--- src/common/cpu_config.svh ---
// word width, register file geometry and reset pc defines for the core
`ifndef CPU_CONFIG_SVH
`define CPU_CONFIG_SVH

// data path width
// also the width of pc and of every address the core forms
`define XLEN 32

// register index width
// five bits address x0 to x31
`define REG_ADDR_W 5

// number of architectural integer registers
// x0 is one of these and always reads zero
`define REG_COUNT 32

// pc after reset
// the first fetch happens at this address
`define RESET_PC 32'h8000_0000

`endif

--- src/common/cpu_pkg.sv ---
// word and register index types, operand, alu and next-pc option enums
`include "cpu_config.svh"

package cpu_pkg;

    // one data or address word
    typedef logic [`XLEN-1:0] word_t;

    // one register index
    typedef logic [`REG_ADDR_W-1:0] reg_addr_t;

    // operand pair fed to the alu
    typedef enum logic [1:0] {
        alu_src_none    = 2'b00,
        alu_src_pc_imm  = 2'b01,
        alu_src_rs1_rs2 = 2'b10,
        alu_src_rs1_imm = 2'b11
    } alu_src_e;

    // alu operation, link gives a + 4 for jal and jalr
    typedef enum logic [2:0] {
        alu_op_none  = 3'b000,
        alu_op_add   = 3'b001,
        alu_op_and   = 3'b010,
        alu_op_or    = 3'b011,
        alu_op_xor   = 3'b100,
        alu_op_shift = 3'b101,
        alu_op_link  = 3'b110
    } alu_op_e;

    // source of the next pc
    typedef enum logic [1:0] {
        pc_sel_hold     = 2'b00,
        pc_sel_pc_plus4 = 2'b01,
        pc_sel_pc_imm   = 2'b10,
        pc_sel_rs1_imm  = 2'b11
    } pc_sel_e;

endpackage

--- src/exu/alu.sv ---
// alu: add and subtract, logic ops, shifts and the pc + 4 link value
`timescale 1ns/100ps

module alu (
    input  cpu_pkg::alu_op_e op,
    input  cpu_pkg::word_t   a,
    input  cpu_pkg::word_t   b,
    input  logic             alt_op,
    input  logic             unsigned_en,
    output cpu_pkg::word_t   result
);

    logic [4:0] shamt;

    // shift distance from the low five bits of b
    assign shamt = b[4:0];

    always_comb begin
        case (op)
            // alt_op turns add into subtract
            cpu_pkg::alu_op_add: begin
                result = alt_op ? (a - b) : (a + b);
            end
            cpu_pkg::alu_op_and: begin
                result = a & b;
            end
            cpu_pkg::alu_op_or: begin
                result = a | b;
            end
            cpu_pkg::alu_op_xor: begin
                result = a ^ b;
            end
            // left shift unless alt_op
            // right shift is logical with unsigned_en, else arithmetic
            cpu_pkg::alu_op_shift: begin
                if (!alt_op) begin
                    result = a << shamt;
                end else if (unsigned_en) begin
                    result = a >> shamt;
                end else begin
                    result = cpu_pkg::word_t'($signed(a) >>> shamt);
                end
            end
            // return address, a carries the pc
            cpu_pkg::alu_op_link: begin
                result = a + cpu_pkg::word_t'(4);
            end
            default: begin
                result = '0;
            end
        endcase
    end

endmodule

--- src/exu/exu.sv ---
// execute block: operand pair selection and writeback value through the alu
`timescale 1ns/100ps

module exu (
    input  cpu_pkg::alu_src_e alu_src,
    input  cpu_pkg::alu_op_e  alu_op,
    input  logic              alt_op,
    input  logic              shamt_en,
    input  logic              unsigned_en,
    input  cpu_pkg::word_t    pc,
    input  cpu_pkg::word_t    rs1_data,
    input  cpu_pkg::word_t    rs2_data,
    input  cpu_pkg::word_t    imm,
    output cpu_pkg::word_t    rd_data
);

    cpu_pkg::word_t op_a;
    cpu_pkg::word_t op_b;

    always_comb begin
        case (alu_src)
            cpu_pkg::alu_src_pc_imm: begin
                op_a = pc;
                op_b = imm;
            end
            cpu_pkg::alu_src_rs1_rs2: begin
                op_a = rs1_data;
                op_b = rs2_data;
            end
            cpu_pkg::alu_src_rs1_imm: begin
                op_a = rs1_data;
                op_b = imm;
            end
            default: begin
                op_a = '0;
                op_b = '0;
            end
        endcase
        // shift immediates use only the shamt field
        if (shamt_en) begin
            op_b = cpu_pkg::word_t'(imm[4:0]);
        end
    end

    alu u_alu (
        .op          (alu_op),
        .a           (op_a),
        .b           (op_b),
        .alt_op      (alt_op),
        .unsigned_en (unsigned_en),
        .result      (rd_data)
    );

endmodule

--- src/exu/pc_unit.sv ---
// pc unit: next-pc selection and the pc register
`timescale 1ns/100ps
`include "cpu_config.svh"

module pc_unit (
    input  logic             clk,
    input  logic             rst_n,
    input  cpu_pkg::pc_sel_e pc_sel,
    input  cpu_pkg::word_t   imm,
    input  cpu_pkg::word_t   rs1_data,
    output cpu_pkg::word_t   pc
);

    cpu_pkg::word_t next_pc;
    cpu_pkg::word_t jalr_target;

    // jalr target before bit 0 is cleared
    assign jalr_target = rs1_data + imm;

    always_comb begin
        case (pc_sel)
            cpu_pkg::pc_sel_pc_plus4: begin
                next_pc = pc + cpu_pkg::word_t'(4);
            end
            cpu_pkg::pc_sel_pc_imm: begin
                next_pc = pc + imm;
            end
            cpu_pkg::pc_sel_rs1_imm: begin
                next_pc = {jalr_target[`XLEN-1:1], 1'b0};
            end
            // hold, unsupported word keeps the pc
            default: begin
                next_pc = pc;
            end
        endcase
    end

    // pc register, one update per rising edge
    always_ff @(posedge clk) begin
        if (!rst_n) begin
            pc <= `RESET_PC;
        end else begin
            pc <= next_pc;
        end
    end

    // decoded targets keep the pc on a word boundary
    a_pc_aligned : assert property (
        @(posedge clk) disable iff (!rst_n)
        pc[1:0] == 2'b00
    );

endmodule

--- src/cpu_top.sv ---
// single-cycle rv32i subset core top: decoder, register file, execute and pc unit
`timescale 1ns/100ps

module cpu_top (
    input  logic               clk,
    input  logic               rst_n,
    input  cpu_pkg::word_t     inst,
    output cpu_pkg::word_t     pc,
    output logic               wb_en,
    output cpu_pkg::reg_addr_t wb_addr,
    output cpu_pkg::word_t     wb_data
);

    // decoder outputs
    cpu_pkg::reg_addr_t rs1;
    cpu_pkg::reg_addr_t rs2;
    cpu_pkg::word_t     imm;
    cpu_pkg::alu_src_e  alu_src;
    cpu_pkg::alu_op_e   alu_op;
    cpu_pkg::pc_sel_e   pc_sel;
    logic               alt_op;
    logic               shamt_en;
    logic               unsigned_en;

    // register read data
    cpu_pkg::word_t rs1_data;
    cpu_pkg::word_t rs2_data;

    // rd and reg_wen go straight out as the writeback trace
    idu u_idu (
        .inst        (inst),
        .rs1         (rs1),
        .rs2         (rs2),
        .rd          (wb_addr),
        .imm         (imm),
        .reg_wen     (wb_en),
        .alu_src     (alu_src),
        .alu_op      (alu_op),
        .pc_sel      (pc_sel),
        .alt_op      (alt_op),
        .shamt_en    (shamt_en),
        .unsigned_en (unsigned_en)
    );

    regfile u_regfile (
        .clk    (clk),
        .rst_n  (rst_n),
        .wen    (wb_en),
        .waddr  (wb_addr),
        .wdata  (wb_data),
        .raddr1 (rs1),
        .raddr2 (rs2),
        .rdata1 (rs1_data),
        .rdata2 (rs2_data)
    );

    // writeback value feeds the register file and the trace port
    exu u_exu (
        .alu_src     (alu_src),
        .alu_op      (alu_op),
        .alt_op      (alt_op),
        .shamt_en    (shamt_en),
        .unsigned_en (unsigned_en),
        .pc          (pc),
        .rs1_data    (rs1_data),
        .rs2_data    (rs2_data),
        .imm         (imm),
        .rd_data     (wb_data)
    );

    pc_unit u_pc_unit (
        .clk      (clk),
        .rst_n    (rst_n),
        .pc_sel   (pc_sel),
        .imm      (imm),
        .rs1_data (rs1_data),
        .pc       (pc)
    );

endmodule

--- src/idu.sv ---
// instruction decoder: register addresses, immediate and option fields
`timescale 1ns/100ps

module idu (
    input  cpu_pkg::word_t     inst,
    output cpu_pkg::reg_addr_t rs1,
    output cpu_pkg::reg_addr_t rs2,
    output cpu_pkg::reg_addr_t rd,
    output cpu_pkg::word_t     imm,
    output logic               reg_wen,
    output cpu_pkg::alu_src_e  alu_src,
    output cpu_pkg::alu_op_e   alu_op,
    output cpu_pkg::pc_sel_e   pc_sel,
    output logic               alt_op,
    output logic               shamt_en,
    output logic               unsigned_en
);

    // major opcodes of the supported subset
    typedef enum logic [6:0] {
        opc_lui    = 7'b0110111,
        opc_auipc  = 7'b0010111,
        opc_jal    = 7'b1101111,
        opc_jalr   = 7'b1100111,
        opc_op_imm = 7'b0010011,
        opc_op     = 7'b0110011
    } opcode_e;

    opcode_e        opcode;
    logic [2:0]     funct3;
    logic [6:0]     funct7;
    cpu_pkg::word_t imm_i;
    cpu_pkg::word_t imm_u;
    cpu_pkg::word_t imm_j;
    logic           supported;

    // fixed instruction fields
    assign opcode = opcode_e'(inst[6:0]);
    assign funct3 = inst[14:12];
    assign funct7 = inst[31:25];
    assign rs2    = inst[24:20];
    assign rd     = inst[11:7];

    // immediates by format, all sign extended from bit 31
    assign imm_i = {{20{inst[31]}}, inst[31:20]};
    assign imm_u = {inst[31:12], 12'b0};
    assign imm_j = {{12{inst[31]}}, inst[19:12], inst[20], inst[30:21], 1'b0};

    always_comb begin
        supported   = 1'b0;
        rs1         = inst[19:15];
        imm         = '0;
        alu_src     = cpu_pkg::alu_src_none;
        alu_op      = cpu_pkg::alu_op_none;
        pc_sel      = cpu_pkg::pc_sel_pc_plus4;
        alt_op      = 1'b0;
        shamt_en    = 1'b0;
        unsigned_en = 1'b0;
        case (opcode)
            // lui is x0 + imm
            opc_lui: begin
                supported = 1'b1;
                rs1       = '0;
                imm       = imm_u;
                alu_src   = cpu_pkg::alu_src_rs1_imm;
                alu_op    = cpu_pkg::alu_op_add;
            end
            opc_auipc: begin
                supported = 1'b1;
                imm       = imm_u;
                alu_src   = cpu_pkg::alu_src_pc_imm;
                alu_op    = cpu_pkg::alu_op_add;
            end
            // link value is pc + 4, target is pc + imm
            opc_jal: begin
                supported = 1'b1;
                imm       = imm_j;
                alu_src   = cpu_pkg::alu_src_pc_imm;
                alu_op    = cpu_pkg::alu_op_link;
                pc_sel    = cpu_pkg::pc_sel_pc_imm;
            end
            // only funct3 000 is a valid jalr
            opc_jalr: begin
                supported = (funct3 == 3'b000);
                imm       = imm_i;
                alu_src   = cpu_pkg::alu_src_pc_imm;
                alu_op    = cpu_pkg::alu_op_link;
                pc_sel    = cpu_pkg::pc_sel_rs1_imm;
            end
            opc_op_imm: begin
                imm     = imm_i;
                alu_src = cpu_pkg::alu_src_rs1_imm;
                case (funct3)
                    3'b000: begin
                        supported = 1'b1;
                        alu_op    = cpu_pkg::alu_op_add;
                    end
                    3'b111: begin
                        supported = 1'b1;
                        alu_op    = cpu_pkg::alu_op_and;
                    end
                    3'b110: begin
                        supported = 1'b1;
                        alu_op    = cpu_pkg::alu_op_or;
                    end
                    3'b100: begin
                        supported = 1'b1;
                        alu_op    = cpu_pkg::alu_op_xor;
                    end
                    // slli needs a zero funct7
                    3'b001: begin
                        supported = (funct7 == 7'b0000000);
                        alu_op    = cpu_pkg::alu_op_shift;
                        shamt_en  = 1'b1;
                    end
                    // srli or srai, funct7 bit 5 picks arithmetic
                    3'b101: begin
                        supported   = (funct7 == 7'b0000000) || (funct7 == 7'b0100000);
                        alu_op      = cpu_pkg::alu_op_shift;
                        alt_op      = 1'b1;
                        shamt_en    = 1'b1;
                        unsigned_en = ~funct7[5];
                    end
                    default: begin
                        supported = 1'b0;
                    end
                endcase
            end
            opc_op: begin
                alu_src = cpu_pkg::alu_src_rs1_rs2;
                case (funct3)
                    // add or sub
                    3'b000: begin
                        supported = (funct7 == 7'b0000000) || (funct7 == 7'b0100000);
                        alu_op    = cpu_pkg::alu_op_add;
                        alt_op    = funct7[5];
                    end
                    3'b111: begin
                        supported = (funct7 == 7'b0000000);
                        alu_op    = cpu_pkg::alu_op_and;
                    end
                    3'b110: begin
                        supported = (funct7 == 7'b0000000);
                        alu_op    = cpu_pkg::alu_op_or;
                    end
                    3'b100: begin
                        supported = (funct7 == 7'b0000000);
                        alu_op    = cpu_pkg::alu_op_xor;
                    end
                    3'b001: begin
                        supported = (funct7 == 7'b0000000);
                        alu_op    = cpu_pkg::alu_op_shift;
                    end
                    // srl or sra
                    3'b101: begin
                        supported   = (funct7 == 7'b0000000) || (funct7 == 7'b0100000);
                        alu_op      = cpu_pkg::alu_op_shift;
                        alt_op      = 1'b1;
                        unsigned_en = ~funct7[5];
                    end
                    default: begin
                        supported = 1'b0;
                    end
                endcase
            end
            default: begin
                supported = 1'b0;
            end
        endcase
        // unsupported word, no write and pc holds
        if (!supported) begin
            imm         = '0;
            alu_src     = cpu_pkg::alu_src_none;
            alu_op      = cpu_pkg::alu_op_none;
            pc_sel      = cpu_pkg::pc_sel_hold;
            alt_op      = 1'b0;
            shamt_en    = 1'b0;
            unsigned_en = 1'b0;
        end
        // writes to x0 are dropped here only
        reg_wen = supported && (rd != '0);
    end

endmodule

--- src/regfile.sv ---
// two-read one-write integer register file, x0 reads as zero
`timescale 1ns/100ps
`include "cpu_config.svh"

module regfile (
    input  logic               clk,
    input  logic               rst_n,
    input  logic               wen,
    input  cpu_pkg::reg_addr_t waddr,
    input  cpu_pkg::word_t     wdata,
    input  cpu_pkg::reg_addr_t raddr1,
    input  cpu_pkg::reg_addr_t raddr2,
    output cpu_pkg::word_t     rdata1,
    output cpu_pkg::word_t     rdata2
);

    // x1 to x31, x0 has no storage
    cpu_pkg::word_t regs [1:`REG_COUNT-1];

    // write lands at the rising edge
    // held off while in reset
    always_ff @(posedge clk) begin
        if (rst_n && wen && (waddr != '0)) begin
            regs[waddr] <= wdata;
        end
    end

    // combinational read ports
    assign rdata1 = (raddr1 == '0) ? '0 : regs[raddr1];
    assign rdata2 = (raddr2 == '0) ? '0 : regs[raddr2];

    // decoder already drops rd = x0, so no write to x0 ever reaches here
    a_no_x0_write : assert property (
        @(posedge clk) disable iff (!rst_n)
        wen |-> (waddr != '0)
    );

endmodule

--- config.mk ---
export PLATFORM = sky130hd
export DESIGN_NAME = cpu_top
export DESIGN_NICKNAME = d
export VERILOG_FILES = /design/src/common/cpu_pkg.sv /design/src/exu/alu.sv /design/src/exu/exu.sv /design/src/exu/pc_unit.sv /design/src/cpu_top.sv /design/src/idu.sv /design/src/regfile.sv
export VERILOG_INCLUDE_DIRS = /design/src /design/src/common
export SDC_FILE = /design/constraint.sdc
export NUM_CORES = 2
export LEC_CHECK = 0
export BUFFER_PORTS_ARGS = -buffer_cell sky130_fd_sc_hd__buf_2
export CAP_MARGIN = 20
export CORE_AREA = 3 3 378 380
export DETAILED_ROUTE_END_ITERATION = 10
export DIE_AREA = 0 0 381 383
export PLACE_DENSITY_LB_ADDON = 0.2
export REMOVE_ABC_BUFFERS = 1
export SETUP_SLACK_MARGIN = 0.2
export SKIP_CTS_REPAIR_TIMING = 1
export SLEW_MARGIN = 20
export SYNTH_ARGS = -nofsm -noshare
export SYNTH_HDL_FRONTEND = slang
export SYNTH_SLANG_ARGS = --single-unit
--- constraint.sdc ---
create_clock -name clk -period 18.2 [get_ports clk]
set_input_delay 3.64 -clock clk [delete_from_list [all_inputs] [get_ports clk]]
set_output_delay 3.64 -clock clk [all_outputs]
set_load 0.02 [all_outputs]
* Word level (Yosys, flattened, before mapping)
Memories as Yosys holds them, arrays and structs flattened. Cells that the tools add are included.
Word-level totals: register bits after elaboration 32, bits of input ports 34, word-level logic and storage cells 97, bits in latches 0, RAM bits 992, memories kept 1, memory bits (read-only) 0, output and inout bits 70
Operators by class: shifts and indexed selects 3, divide/modulo/power cells 0, mux-type cells 35, bitwise gates (word level) 4, $mul 0, order comparisons 0, reduce and logical (&&, ||, !) cells 23, add/subtract/negate cells 6, equal/unequal tests 24
Memories:
- u_regfile.regs | words 31, bits a word 32, rd ports 2, clocked after Yosys merged registers in 0, wr ports 1, line regfile.sv:18 | cpu_pkg::word_t regs [1:`REG_COUNT-1];
Operators by type and width (number):
- $mux 32 | 7
- $pmux 32 s3 | 2
- $pmux 32 s6 | 1
- $pmux 32 s2 | 2
- $add 32x32->32 | 3
- $add 32x3->32 const B | 2
- $and 32x32->32 | 1
- $or 32x32->32 | 1
- $shl 32x5->32 | 1
- $shr 32x5->32 | 1
- $sshr 32x5->32 | 1
- $sub 32x32->32 | 1
- $xor 32x32->32 | 1
- $eq 3x3->1 const B | 7
- $eq 7x6->1 const B | 3
- $reduce_or 2->1 | 9
- $pmux 3 s5 | 1
- $eq 7x5->1 const B | 2
- $eq 7x7->1 const B | 2
- $logic_not 5->1 | 2
- $mux 1 | 10
- $pmux 3 s3 | 1
- $eq 2x2->1 const B | 4
- $reduce_or 4->1 | 2
- 19 further kinds | 28

* Longest topological paths before layout
depth after elaboration 13, depth in mapped cells 31, depth with buffers taken out 26

* By module
Synthesis repeated with hierarchy kept, for this count alone.
Second synthesis, totals: cells, all modules 4963, area, all modules 62050.8 um2
Modules (own cells, without submodules):
- regfile | sequential area each 29788.6 um2, area each 46594.7 um2, cells each 2739, instances 1
- alu | sequential area each 0.0 um2, area each 8757.1 um2, cells each 1315, instances 1
- pc_unit | sequential area each 640.6 um2, area each 5089.9 um2, cells each 681, instances 1
- idu | sequential area each 0.0 um2, area each 849.6 um2, cells each 132, instances 1
- exu | sequential area each 0.0 um2, area each 759.5 um2, cells each 96, instances 1

* Worst setup path before layout
OpenSTA, ideal clock, no wires.
kind in2out, start in inst[20], end out wb_data[28], data required time 14.560 ns, path buffers 5, stages 26, path slack 4.695 ns, arrival 9.865 ns, cell sequence buf_6 buf_2 mux4_2 mux2i_1 nor2_1 o311ai_1 nand2_1 inv_2 buf_2 buf_2 buf_2 ha_1 nand2_1 nor3_2 a21oi_1 xnor2_1 ha_1 a21oi_1 o21ai_0 o41ai_1 a21oi_1 a21oi_1 o2111ai_1 a21oi_1 xor2_1 o221ai_1
Between the ends: longest elaborated chain between the ends 8, elaborated cells between the ends (all ways) 19, classes of those cells add/sub (2); shift (3); mux (9); bitwise (3); reduce/logical (1); memory (1)
Ends and longest elaborated chain:
- start, declared | line cpu_top.sv:7 | input cpu_pkg::word_t inst,
- $mem_v2 31x32, or another cell as far along
- $mux 32 (on tied branches) | line regfile.sv:30, idu.sv:171
- $pmux 32 s2 | line exu.sv:21 | case (alu_src)
- $mux 32 (*) | line exu.sv:40 | if (shamt_en) begin
- branches (longest 3 deep; another with $add 32x32->32)
- $pmux 32 s6 (*) | line alu.sv:19 | case (op)
- end, declared | line cpu_top.sv:11 | output cpu_pkg::word_t wb_data
Mark *: on every way between the ends.

* Worst setup path in the final report
Same ends and word-level chain as after synthesis.

==> results.md <==
* Status: finished, final reports clean
* Max Cap Viol at 0
* Clock slew at reported path FFs at around 0.060 ns
* Combinational power share at between 10% and 20%
* CP Data Arrival Time at roughly 13 ns
* Clock Skew at between 0.08 and 0.09 ns
* Ys async rst share at 0%
* RD Place Congestion at 1.01
* DR pass1 iterations at 7
* Max IR drop VDD at about 0.000079 V
* Critical R2R Launch: u_regfile.regs[23][8]
* # H-tree levels at 3
* Element type at the critical path end: output port
* Cell taking the most area after synthesis: edfxtp_1
* Cts bufs inserted at between 100 and 150
* Leak Pwr at ~25 nW
* EDFF count, synth at just under 1000
* Sequential power share at 46.6%
* Worst-margin pin slew at roughly 1.2 ns
* Synthesized cell area at between 60000 and 70000 sq um
* First-pass GRT wire length at slightly below 400000 um
* Clock power frac at roughly 43%
* Pwr Density at between 70 and 80 nW/um^2
* Dominant synthesized flop cell: edfxtp_1
* Setup CP Type: in2out
* Initial antenna violation count at 8
* Largest fanout on the critical path at 70
* Chip width at around 380 um
* Post-route cell area at 69700 sq um
* Total GRT Usage at about two fifths
* Starting density of the core at ~45%
* Yosys reg bits at 1024
* DRC errors left at 0
* Die Span Y at ~380 um
* Worst-case clock buffer depth at 3
* Placed cell area at ~66000 sq um
* Final Hold Fails at 0
* Max Slew Vio Count at 0
* Met3 wire len at 34600 um
* Vias at between 50000 and 60000
* Psw at roughly 1.4 mW
* M1 wire length at between 100000 and 150000 um
* Req. time, crit path at 14.56 ns
* Antenna viol nets, final at 0
* Post-synthesis cell count at around 5000
* Fin Hold WS at about 0.55 ns
* Core ar. at 140000 sq um
* Count of standard-cell rows at ~140
* Vias in the first global route at 48900
* RSZ-0062 raised after global routing: false
* Initial DRC count at 7754
* Layout cells sized above 1 at approximately a fifth
* Clock Latency Late Sink at between 0.7 and 0.8 ns
* CTS tree: done
* Fin Setup TNS at 0 ns
* Total wire length at between 200000 and 300000 um
* Top Ports at around 100
* Congestion Overflow GR at 0
* Synth top area share at 47.5%
* Post-synthesis cell type count at 124
* Largest net degree at the start of global routing at 89
* Crit path from: inst[20]
* Post-DP HPWL at ~190000 um
* Crit share post-route at about nine tenths
* Sequential area share after synthesis at about half
* Sw Share at about a quarter
* Clk root buf: clkbuf_16
* Power Internal at about 4 mW
* Area grow syn2layout at 11.1%
* Vias per cell at around 7.2
* Hold Crit Start: u_pc_unit.pc[1]
* Max transition margin at 18.0%
* Hold Path Class: reg2reg
* Final net count at roughly 5400
* Routed wl met2 at between 100000 and 150000 um
* Post-layout minimum cycle time at 16.18 ns
* PortBufs at between 100 and 150
* Die area at about 150000 sq um
* Type of origin of the critical path: input port
* Post-Syn Area per Cell at approximately 12 sq um
* Syn. warnings at 0
* Synth area leaders: edfxtp_1, mux4_2, mux2i_1, ha_1, nor2_1
* Peak Freq at slightly above 60 MHz
* Highest Signal Layer: met5
* Final setup fails at 0
* DR WL/cell at ~40 um
* CTS sink count at 1024
* Total chip power at ~5.5 mW
[registers in the layout, summed over array words and instances (netlist names)]
name	count
u_regfile.regs	992
u_pc_unit.pc	32
[layer usage]
layer  up-vias  track usage (%)
met5         -            0.430
met4         4             22.3
met3       938             10.0
met2      3946             58.7
met1     26100             49.2
li1      20700                -
[layout make-up]
cell class,instances,area [sq um]
diodes,10,25.0
clock buffers,134,2840
clock inverters,70,878
fillers,12300,69800
inverters,152,571
multi-input cells,3561,30100
flip-flops and latches,1024,30400
well taps,1876,2350
repair buffers,344,2490
[worst max-delay path, stage by stage]
cell	delay [ns]
buf_8	0.54
buf_4	0.46
mux4_2	0.55
a22o_1	0.26
a211oi_1	0.95
nor2_1	0.21
nor2_2	0.23
inv_1	0.08
or4_1	0.65
nor3_2	0.35
a21oi_1	0.14
xnor2_1	0.16
ha_1	0.40
a21oi_1	0.30
o21ai_0	0.24
o41ai_1	0.94
a21oi_1	0.36
a21oi_1	0.43
o2111ai_1	0.22
a21oi_1	0.21
xor2_1	0.11
o221ai_2	0.63
buf_2	0.30
[cell usage in the layout, fill, tap and decap left out, types with 22 or more instances in the layout]
cell | Yosys | routed
edfxtp_1 | 992 | 992
nor2_1 | 344 | 309
mux2i_1 | 308 | 308
nand2_1 | 276 | 275
mux4_2 | 271 | 271
a21oi_1 | 254 | 251
o21ai_0 | 246 | 242
buf_4 | 54 | 229
ha_1 | 160 | 160
inv_1 | 141 | 141
o211ai_1 | 119 | 119
clkbuf_16 | 0 | 110
o22ai_1 | 107 | 107
xnor2_1 | 105 | 105
buf_2 | 121 | 99
a22oi_1 | 89 | 89
nand3_1 | 88 | 88
o221ai_1 | 80 | 77
nor3_1 | 75 | 71
mux2_2 | 71 | 71
a211oi_1 | 73 | 65
a221oi_1 | 62 | 61
nor2b_1 | 59 | 58
a21o_1 | 47 | 46
nand4_1 | 37 | 37
nor2_4 | 0 | 35
a31oi_1 | 33 | 33
a2bb2oi_1 | 33 | 33
xor2_1 | 33 | 33
dfxtp_1 | 32 | 32
or3_1 | 29 | 29
a311oi_1 | 30 | 28
a22o_1 | 26 | 26
nand2b_1 | 25 | 24
clkbuf_1 | 124 | 24
and2_1 | 24 | 23
a211o_1 | 25 | 23
and3_1 | 22 | 22
clkinv_1 | 3 | 22
[metrics by stage]
| step | setup WS [ns] | utilization [%] | cells |
|---|---|---|---|
| 3_5_place_dp | 2.21 | 47.2 | 6954 |
| 3_3_place_gp | 2.09 | 47.2 | 6951 |
| 5_1_grt | 1.82 | 49.9 | 7163 |
| 4_1_cts | 2.19 | 49.9 | 7158 |
| 2_1_floorplan | 2.36 | - | 4737 |
| 6_report | 2.02 | 50.0 | 7171 |
[Yosys cell counts (all sizes together), types with 75 or more instances]
library cell and n:
edfxtp 992, nor2 347, mux2i 310, nand2 279
o21ai 279, mux4 277, a21oi 258, buf 249
ha 160, inv 149, clkbuf 124, o211ai 119
o22ai 108, xnor2 107, a22oi 90, nand3 90
o221ai 82, nor3 78, a211oi 75
[power groups by stage]
stage	combinational, mW	sequential, mW	clock [mW]
3_3_place_gp	0.557	2.61	0
4_1_cts	0.559	2.56	2.35
6_report	0.583	2.56	2.34
2_1_floorplan	0.265	2.61	0
5_1_grt	0.597	2.55	2.45
3_5_place_dp	0.558	2.61	0
[path summary, 6_finish.rpt]
kind | slack (ns) | cells after the start | endpoint
worst min register to register | 0.55 | 2 | u_pc_unit.pc[1]
worst min-delay path | 0.55 | 2 | u_pc_unit.pc[1]
worst max-delay path | 2.02 | 23 | wb_data[28]
worst max register to register | 9.70 | 22 | u_regfile.regs[3][28]
[logic make-up (layout without fill, tap and decap cells)]
logic type / Yosys count / after routing / share of synthesized area (%)
flip-flops: 1024 / 1024 / 48.5
other: 0 / 10 / 0
XOR/XNOR: 140 / 140 / 1.98
adder cells (fa/ha/maj): 163 / 163 / 3.29
AO/OA/AOI/OAI: 1512 / 1512 / 17.1
AND/OR/NAND/NOR: 1088 / 1088 / 8.52
buffers and inverters: 525 / 700 / 4.39
multiplexers: 658 / 658 / 16.2
Note: power is estimated with default switching activity, not from simulation.
